**src/design/DebugScanPkg.sv**
```systemverilog
// Shared scan types and constants. Single clock domain only; IR width and chain lengths are fixed here.
`default_nettype none

package DebugScanPkg;

	// ----------------------------------------------------------
	// TAP controller states.
	// ----------------------------------------------------------

	// IEEE 1149.1 style encoding.
	typedef enum logic [3:0] {
		stExit2Dr     = 4'h0,
		stExit1Dr     = 4'h1,
		stShiftDr     = 4'h2,
		stPauseDr     = 4'h3,
		stSelectIr    = 4'h4,
		stUpdateDr    = 4'h5,
		stCaptureDr   = 4'h6,
		stSelectDr    = 4'h7,
		stExit2Ir     = 4'h8,
		stExit1Ir     = 4'h9,
		stShiftIr     = 4'hA,
		stPauseIr     = 4'hB,
		stIdle        = 4'hC,
		stUpdateIr    = 4'hD,
		stCaptureIr   = 4'hE,
		stReset       = 4'hF
	} tapState_t;

	// ----------------------------------------------------------
	// Instruction register.
	// ----------------------------------------------------------
	localparam int IR_WIDTH = 4;

	// Unlisted codes act as BYPASS.
	typedef enum logic [IR_WIDTH-1:0] {
		IDCODE = 4'b0001,
		SAMPLE = 4'b0010,
		BYPASS = 4'b1111
	} instr_t;

	// Fixed pattern loaded in Capture-IR.
	localparam instr_t IR_CAPTURE = instr_t'(4'b0001);

	// Version 1, part 0x5CA0, manufacturer 0x2A5, marker bit set.
	localparam logic [31:0] IDCODE_VALUE = {4'h1, 16'h5CA0, 11'h2A5, 1'b1};

	// ----------------------------------------------------------
	// Boundary register.
	// ----------------------------------------------------------

	// Probe snapshot, top bit first.
	typedef struct packed {
		logic        smIsPaused;
		logic        smIsBooted;
		logic        smDoPause;
		logic [15:0] gpioPins;
		logic        spiCSn;
		logic        spiCLK;
		logic        spiMOSI;
		logic        spiMISO;
		logic        memEn;
		logic        memWr;
		logic [15:0] memData;
		logic [15:0] memAddr;
	} probe_t;

	localparam int PROBE_WIDTH = $bits(probe_t);
	// Zero pad to reach a whole number of bytes.
	localparam int BSR_PAD     = 7;
	localparam int BSR_LENGTH  = PROBE_WIDTH + BSR_PAD;

endpackage

`default_nettype wire

```
**src/design/BoundaryScan.sv**
```systemverilog
// Read-only boundary chain; probes must be stable two edges before the Capture-DR edge and the pad reads zero.
`timescale 1ns/10ps
`default_nettype none

module BoundaryScan import DebugScanPkg::*; (
	input  wire logic   i_clk,
	input  wire logic   i_rst,

	// Gated DR strobes.
	input  wire logic   i_capture,
	input  wire logic   i_shift,

	input  wire logic   i_tdi,
	output logic        o_tdo,

	// Probed subsystem lines.
	input  wire probe_t i_probe
);

	// First sync stage.
	probe_t sampleQ;

	// Probe part of the chain.
	logic [PROBE_WIDTH-1:0] chainQ;

	// Alignment pad after the chain.
	logic [BSR_PAD-1:0] padQ;

	// ----------------------------------------------------------
	// Sample stage.
	// ----------------------------------------------------------

	// Free running copy of the probes.
	always_ff @(posedge i_clk) begin
		if (i_rst) begin
			sampleQ <= '0;
		end else begin
			sampleQ <= i_probe;
		end
	end

	// ----------------------------------------------------------
	// Probe chain.
	// ----------------------------------------------------------

	// Second sync stage on capture.
	always_ff @(posedge i_clk) begin
		if (i_rst) begin
			chainQ <= '0;
		end else if (i_capture) begin
			chainQ <= sampleQ;
		end else if (i_shift) begin
			chainQ <= {chainQ[PROBE_WIDTH-2:0], i_tdi};
		end
	end

	// ----------------------------------------------------------
	// Alignment pad.
	// ----------------------------------------------------------

	// Cleared on capture so it reads back as zeros.
	always_ff @(posedge i_clk) begin
		if (i_rst) begin
			padQ <= '0;
		end else if (i_capture) begin
			padQ <= '0;
		end else if (i_shift) begin
			// Fed from the chain's top bit.
			padQ <= {padQ[BSR_PAD-2:0], chainQ[PROBE_WIDTH-1]};
		end
	end

	// Pad top bit is the end of the whole register.
	assign o_tdo = padQ[BSR_PAD-1];

endmodule

`default_nettype wire

```
**src/design/DebugScanPort.sv**
```systemverilog
// Read-only debug scan port top; single clock, synchronous reset, no pin drive and no falling-edge TDO.
`timescale 1ns/10ps
`default_nettype none

module DebugScanPort import DebugScanPkg::*; (
	input  wire logic   i_clk,
	input  wire logic   i_rst,

	// Serial scan pins.
	input  wire logic   i_tms,
	input  wire logic   i_tdi,
	output logic        o_tdo,
	output logic        o_tdoEn,

	// Probed subsystem lines.
	input  wire probe_t i_probe
);

	// ----------------------------------------------------------
	// Internal wiring.
	// ----------------------------------------------------------

	// TAP strobes.
	logic   tapReset;
	logic   captureDr;
	logic   shiftDr;
	logic   captureIr;
	logic   shiftIr;
	logic   updateIr;

	// Instruction chain.
	instr_t irValue;
	logic   irTdo;

	// IDCODE chain.
	logic   idCapture;
	logic   idShift;
	logic   idTdo;

	// Boundary chain.
	logic   bsCapture;
	logic   bsShift;
	logic   bsTdo;

	// ----------------------------------------------------------
	// TAP controller.
	// ----------------------------------------------------------
	TapController tap0 (
		.i_clk       (i_clk),
		.i_rst       (i_rst),
		.i_tms       (i_tms),
		.o_state     (),
		.o_tapReset  (tapReset),
		.o_captureDr (captureDr),
		.o_shiftDr   (shiftDr),
		.o_updateDr  (),
		.o_captureIr (captureIr),
		.o_shiftIr   (shiftIr),
		.o_updateIr  (updateIr),
		.o_tdoEn     (o_tdoEn)
	);

	// ----------------------------------------------------------
	// Data chains.
	// ----------------------------------------------------------

	// Instruction register runs straight off the IR strobes.
	ScanDataReg #(
		.T             (instr_t),
		.CAPTURE_VALUE (IR_CAPTURE)
	) irReg (
		.i_clk        (i_clk),
		.i_rst        (i_rst),
		.i_capture    (captureIr),
		.i_shift      (shiftIr),
		.i_tdi        (i_tdi),
		.o_tdo        (irTdo),
		.o_shiftValue (irValue)
	);

	ScanDataReg #(
		.T             (logic [31:0]),
		.CAPTURE_VALUE (IDCODE_VALUE)
	) idReg (
		.i_clk        (i_clk),
		.i_rst        (i_rst),
		.i_capture    (idCapture),
		.i_shift      (idShift),
		.i_tdi        (i_tdi),
		.o_tdo        (idTdo),
		.o_shiftValue ()
	);

	BoundaryScan bsr0 (
		.i_clk     (i_clk),
		.i_rst     (i_rst),
		.i_capture (bsCapture),
		.i_shift   (bsShift),
		.i_tdi     (i_tdi),
		.o_tdo     (bsTdo),
		.i_probe   (i_probe)
	);

	// ----------------------------------------------------------
	// Chain select and TDO.
	// ----------------------------------------------------------
	ScanChainSelect sel0 (
		.i_clk       (i_clk),
		.i_rst       (i_rst),
		.i_tapReset  (tapReset),
		.i_captureDr (captureDr),
		.i_shiftDr   (shiftDr),
		.i_updateIr  (updateIr),
		.i_shiftIr   (shiftIr),
		.i_tdi       (i_tdi),
		.i_irValue   (irValue),
		.i_irTdo     (irTdo),
		.i_idTdo     (idTdo),
		.i_bsTdo     (bsTdo),
		.o_idCapture (idCapture),
		.o_idShift   (idShift),
		.o_bsCapture (bsCapture),
		.o_bsShift   (bsShift),
		.o_tdo       (o_tdo)
	);

endmodule

`default_nettype wire

```
**src/design/ScanChainSelect.sv**
```systemverilog
// Instruction latch and DR routing; unknown instruction codes select the bypass bit and TAP reset forces IDCODE.
`timescale 1ns/10ps
`default_nettype none

module ScanChainSelect import DebugScanPkg::*; (
	input  wire logic   i_clk,
	input  wire logic   i_rst,

	// TAP strobes.
	input  wire logic   i_tapReset,
	input  wire logic   i_captureDr,
	input  wire logic   i_shiftDr,
	input  wire logic   i_updateIr,
	input  wire logic   i_shiftIr,

	input  wire logic   i_tdi,

	// Shifted instruction from the IR chain.
	input  wire instr_t i_irValue,

	// Chain outputs.
	input  wire logic   i_irTdo,
	input  wire logic   i_idTdo,
	input  wire logic   i_bsTdo,

	// Per-chain enables.
	output logic        o_idCapture,
	output logic        o_idShift,
	output logic        o_bsCapture,
	output logic        o_bsShift,

	output logic        o_tdo
);

	instr_t curInstr;
	logic   bypassQ;
	logic   selId;
	logic   selBs;
	logic   selBypass;

	// ----------------------------------------------------------
	// Current instruction.
	// ----------------------------------------------------------
	always_ff @(posedge i_clk) begin
		if (i_rst || i_tapReset) begin
			curInstr <= IDCODE;
		end else if (i_updateIr) begin
			curInstr <= i_irValue;
		end
	end

	// Decode. Anything else is bypass.
	assign selId     = (curInstr == IDCODE);
	assign selBs     = (curInstr == SAMPLE);
	assign selBypass = !selId && !selBs;

	// ----------------------------------------------------------
	// Bypass bit.
	// ----------------------------------------------------------
	always_ff @(posedge i_clk) begin
		if (i_rst) begin
			bypassQ <= 1'b0;
		end else if (i_captureDr && selBypass) begin
			bypassQ <= 1'b0;
		end else if (i_shiftDr && selBypass) begin
			bypassQ <= i_tdi;
		end
	end

	// ----------------------------------------------------------
	// Enables and TDO mux.
	// ----------------------------------------------------------
	assign o_idCapture = i_captureDr && selId;
	assign o_idShift   = i_shiftDr && selId;
	assign o_bsCapture = i_captureDr && selBs;
	assign o_bsShift   = i_shiftDr && selBs;

	// IR chain has priority while in Shift-IR.
	assign o_tdo = i_shiftIr ? i_irTdo :
	               selId     ? i_idTdo :
	               selBs     ? i_bsTdo : bypassQ;

endmodule

`default_nettype wire

```
**src/design/ScanDataReg.sv**
```systemverilog
// Generic capture/shift register; capture wins over shift and the payload type must be at least 2 bits.
`timescale 1ns/10ps
`default_nettype none

module ScanDataReg #(
	parameter type T             = logic [31:0],
	parameter T    CAPTURE_VALUE = '0
) (
	input  wire logic i_clk,
	input  wire logic i_rst,

	// Strobes from the TAP or the chain selector.
	input  wire logic i_capture,
	input  wire logic i_shift,

	input  wire logic i_tdi,
	output logic      o_tdo,

	// Parallel view of the shifted contents.
	output T          o_shiftValue
);

	// Held as a plain vector so enum payloads shift cleanly.
	logic [$bits(T)-1:0] shiftReg;

	// ----------------------------------------------------------
	// Capture and shift.
	// ----------------------------------------------------------
	always_ff @(posedge i_clk) begin
		if (i_rst) begin
			shiftReg <= '0;
		end else if (i_capture) begin
			shiftReg <= CAPTURE_VALUE;
		end else if (i_shift) begin
			// TDI enters at bit 0.
			shiftReg <= {shiftReg[$bits(T)-2:0], i_tdi};
		end
	end

	// ----------------------------------------------------------
	// Outputs.
	// ----------------------------------------------------------

	// MSB leaves first.
	assign o_tdo = shiftReg[$bits(T)-1];

	assign o_shiftValue = T'(shiftReg);

endmodule

`default_nettype wire

```
**src/design/TapController.sv**
```systemverilog
// TAP state machine on i_clk with synchronous reset only; no TRST pin and all strobes are Moore decodes.
`timescale 1ns/10ps
`default_nettype none

module TapController import DebugScanPkg::*; (
	input  wire logic i_clk,
	input  wire logic i_rst,
	input  wire logic i_tms,

	output tapState_t o_state,
	output logic      o_tapReset,
	output logic      o_captureDr,
	output logic      o_shiftDr,
	output logic      o_updateDr,
	output logic      o_captureIr,
	output logic      o_shiftIr,
	output logic      o_updateIr,
	output logic      o_tdoEn
);

	tapState_t state;
	tapState_t stateNext;

	// ----------------------------------------------------------
	// State register.
	// ----------------------------------------------------------
	always_ff @(posedge i_clk) begin
		if (i_rst) begin
			state <= stReset;
		end else begin
			state <= stateNext;
		end
	end

	// ----------------------------------------------------------
	// Transition table.
	// ----------------------------------------------------------

	// Five TMS-high edges reach reset from any state.
	always_comb begin
		case (state)
			stReset:     stateNext = i_tms ? stReset    : stIdle;
			stIdle:      stateNext = i_tms ? stSelectDr : stIdle;

			// Data column.
			stSelectDr:  stateNext = i_tms ? stSelectIr : stCaptureDr;
			stCaptureDr: stateNext = i_tms ? stExit1Dr  : stShiftDr;
			stShiftDr:   stateNext = i_tms ? stExit1Dr  : stShiftDr;
			stExit1Dr:   stateNext = i_tms ? stUpdateDr : stPauseDr;
			stPauseDr:   stateNext = i_tms ? stExit2Dr  : stPauseDr;
			stExit2Dr:   stateNext = i_tms ? stUpdateDr : stShiftDr;
			stUpdateDr:  stateNext = i_tms ? stSelectDr : stIdle;

			// Instruction column.
			stSelectIr:  stateNext = i_tms ? stReset    : stCaptureIr;
			stCaptureIr: stateNext = i_tms ? stExit1Ir  : stShiftIr;
			stShiftIr:   stateNext = i_tms ? stExit1Ir  : stShiftIr;
			stExit1Ir:   stateNext = i_tms ? stUpdateIr : stPauseIr;
			stPauseIr:   stateNext = i_tms ? stExit2Ir  : stPauseIr;
			stExit2Ir:   stateNext = i_tms ? stUpdateIr : stShiftIr;
			stUpdateIr:  stateNext = i_tms ? stSelectDr : stIdle;

			// Unreachable.
			default:     stateNext = stReset;
		endcase
	end

	// ----------------------------------------------------------
	// Moore strobes.
	// ----------------------------------------------------------
	assign o_state     = state;
	assign o_tapReset  = (state == stReset);

	assign o_captureDr = (state == stCaptureDr);
	assign o_shiftDr   = (state == stShiftDr);
	assign o_updateDr  = (state == stUpdateDr);

	assign o_captureIr = (state == stCaptureIr);
	assign o_shiftIr   = (state == stShiftIr);
	assign o_updateIr  = (state == stUpdateIr);

	// TDO only valid while shifting.
	assign o_tdoEn = o_shiftDr | o_shiftIr;

endmodule

`default_nettype wire

```
**config.mk**
```make
export PLATFORM = sky130hd
export DESIGN_NAME = DebugScanPort
export DESIGN_NICKNAME = d
export VERILOG_FILES = /design/src/design/DebugScanPkg.sv /design/src/design/BoundaryScan.sv /design/src/design/DebugScanPort.sv /design/src/design/ScanChainSelect.sv /design/src/design/ScanDataReg.sv /design/src/design/TapController.sv
export SDC_FILE = /design/constraint.sdc
export NUM_CORES = 1
export LEC_CHECK = 0
export BUFFER_PORTS_ARGS = -buffer_cell sky130_fd_sc_hd__buf_2
export CAP_MARGIN = 25
export CORE_MARGIN = 4
export CORE_UTILIZATION = 53
export CTS_BUF_LIST = sky130_fd_sc_hd__clkbuf_8
export CTS_CLUSTER_DIAMETER = 120
export DETAILED_ROUTE_END_ITERATION = 16
export PLACE_DENSITY_LB_ADDON = 0.12
export SYNTH_ARGS = -nofsm -noshare
export SYNTH_HDL_FRONTEND = slang
export SYNTH_SLANG_ARGS = --single-unit
```
**constraint.sdc**
```tcl
create_clock -name i_clk -period 3.7 [get_ports i_clk]
set_input_delay 0.185 -clock i_clk [delete_from_list [all_inputs] [get_ports i_clk]]
set_output_delay 0.185 -clock i_clk [all_outputs]
set_load 0.05 [all_outputs]
```
==> flow_summary.toml <==
[cells_and_area]
layoutNonFillerInstCount = 866
multi_input_area_um2 = 2437
antenna_cells = 0
fin_util_pct = 66.80
ff_latch_area_um2 = 3323
fin_nets = 774
syn2layout_area_growth_pct = 21.75
layout-drive-gt1-share_pct = 18.18
final.fill_count = 860
layout_commonest_cell = "dfxtp_1"
layout_common_cells = "166 x dfxtp_1, 86 x nor2_1, 61 x buf_2, 59 x o22ai_1, 59 x nor2b_1"

[setup_path]
reg2reg_slack_ps = 1200
ff2ff_path_depth = 5
path_class = "register to output port"
start_kind = "register"
timing.rr.end = "idReg.o_shiftValue[20]"
worstPathArrival_ps = 2500
endpoint_kind = "output port"
crit_chain = "nor4b_4 > buf_4 > mux2i_1 > nand2_1 > a32o_1 > buf_2"
crit_slowest_cell = "buf_4"
r2r_start = "tap0.o_state[3]"
cp_max_fo = 55
max_stage_delay_ps = 620
required_ps = 3510
crit_family = "buffers and inverters"
path_buf_inv = 2

[routing]
drc = 0
drtIter0Drc = 408
firstDrtPassIters = 4
post_drt_wl_per_cell_um = 13.69
vias = 4657
drt-total-wl_um = 11860
routed_via_density = 5.378
antenna_left = 0

[power]
total_power_mw = 3.332
power_density_nw_per_um2 = 456.1
peakVddDrop_mv = 0.3619
p_leak_nw = 2.780

[synthesis]
ys_seq_area_share_pct = 55.39
synthArstFlopShare_pct = 0
netlist_instances = 620
ys.flop_type = "dfxtp_1"
ys_types = 40
yosys.area.top_type_share_pct = 55.39
synth_area_leaders = "dfxtp_1 55%, nor2b_1 6.2%, o22ai_1 6.2%"
synth_area_leader_cell = "dfxtp_1"
ys_seq_elements = 166
synth_edf_count = 0
ys_warn_count = 0
syn_area_um2 = 6000
syn_nets = 681
syn_avg_cell_area_um2 = 9.677

[timing]
setup_viol = 0
worst_pin_slew_ps = 887.0
fin_crit_ps = 2686
rsz0062_at_grt = "no"
slew_headroom_pct = 40.80
period_share_pct = 72.59
fin_setup_tns_ps = 0
max_freq_mhz = 372.3
finalHoldViolCount = 0
hold_slack_ps = 106.0
skew_ps = 6.059
maxSlewViolCount = 0

[run]
cap_violations = 0

[clocking]
cts_setup_buffers = 0
cts_buffer_depth = 2
cts_tree = "built"
root_buffer = "clkbuf_8"
clock-sinks = 166
path_clk_slew_ps = 80
cts_buffers = 17
clkLatencyLatePin_ps = 440
h-tree-depth = 4

[global_routing]
track_usage_pct = 19.36
grt_pass1_vias = 4577
grt_pass1_wl_um = 20590
overflow = 0
grt_max_degree = 83
antenna_found_initial = 0

[placed_design]
hpwl_um = 6677
gp_congestion = 0.7307
portBuffers = 62
dp_cells = 776

[floorplan]
die_w_um = 114.4
dieArea_um2 = 13090
die_h_um = 114.4
start_util_pct = 54.86
rows = 38
core-area_um2 = 10940
io_pins = 63

[run_status]
status = "complete, no violations"

[min_path]
min_to = "tap0.o_state[1]"
hold_path_class = "input pin to register"
holdCritStartpoint = "i_tms"
min_path_cells = 4
==> how the worst max path moves through the flow <==
stage | cells after the start | end | slack (ps) | from
floorplan | 4 | o_tdo | 1620 | tap0.o_state[0]
global placement | 4 | idReg.o_shiftValue[21] | 1260 | tap0.o_state[1]
detailed placement | 4 | idReg.o_shiftValue[27] | 1130 | tap0.o_state[1]
CTS | 6 | o_tdo | 970 | sel0.curInstr[0]
global route | 6 | o_tdo | 860 | sel0.curInstr[0]
finish | 6 | o_tdo | 1010 | sel0.curInstr[0]
==> layer usage <==
| metal | track usage, % | wire, µm | up-vias |
|---|---|---|---|
| met1 | 24.57 | 5418 | 2172 |
| met4 | 5.542 | 112 | 0 |
| met3 | 5.285 | 579 | 9 |
| met5 | 0 | 0 | - |
| li1 | - | - | 2356 |
| met2 | 32.36 | 5747 | 120 |
==> state kept, by name, summed over array words and instances, names as in the netlist <==
| register | cells |
|---|---|
| bsr0.padQ | 7 |
| tap0.o_state | 4 |
| sel0.curInstr | 4 |
| sel0.bypassQ | 1 |
| bsr0.chainQ | 57 |
| irReg.o_shiftValue | 4 |
| bsr0.sampleQ | 57 |
| idReg.o_shiftValue | 32 |
==> where the power goes <==
group	switching (mW)	internal (mW)	total, mW
combinational	0.108	0.117	0.226
clock	0.604	0.632	1.24
sequential	0.0379	1.83	1.87
total	0.750	2.58	3.33
==> area by class of cell <==
cell class	instances	area share, %
Sequential cell	166	45.50
Timing Repair Buffer	129	13.29
Tap cell	140	2.398
Clock inverter	9	1.011
Multi-Input combinational cell	397	33.37
Clock buffer	23	4.334
Inverter	2	0.1028
==> logic make-up (layout without fill, tap and decap cells) <==
logic type / count (synthesis) / in the layout / synth area share, %
and+or+nand+nor: 224 / 224 / 18.69
DFF: 166 / 166 / 55.39
AOI/OAI and AO/OA: 160 / 160 / 19.50
buffers and inverters: 57 / 163 / 4.255
muxes: 13 / 13 / 2.169
==> synthesized netlist by cell type, drive strengths merged (2+ instances only) <==
| library cell | count |
|---|---|
| a211oi | 51 |
| a21oi | 29 |
| a221oi | 6 |
| a31oi | 2 |
| buf | 19 |
| clkbuf | 36 |
| dfxtp | 166 |
| inv | 2 |
| mux2i | 13 |
| nand2 | 47 |
| nand2b | 4 |
| nand4b | 3 |
| nor2 | 86 |
| nor2b | 59 |
| nor3 | 11 |
| nor3b | 4 |
| nor4b | 3 |
| o21ai | 6 |
| o21bai | 2 |
| o22ai | 59 |
| or3 | 2 |
| or4b | 2 |
==> worst reg2reg max path, stage by stage (launching register included) <==
cell and delay [ps]:
dfxtp_1 560, or4b_2 790, nor2_1 610, buf_4 290, nand2_1 70, a21oi_1 110
==> per-stage QoR <==
| stage | cell area [µm²] | setup slack, ps |
|---|---|---|
| after global routing | 7305 | 861.7 |
| final | 7305 | 1014 |
| after CTS | 7274 | 967.0 |
| after floorplan | 6000 | 1619 |
| after global placement | 6324 | 1263 |
| after detailed placement | 6324 | 1130 |
==> timing repair <==
item                                    in CTS  in global routing
hold buffers                                56                  1
gates resized for setup                      0                  0
endpoints found under the setup margin       0                  0
hold endpoints to repair                    56                  1
Note: power is estimated with default switching activity, not from simulation.
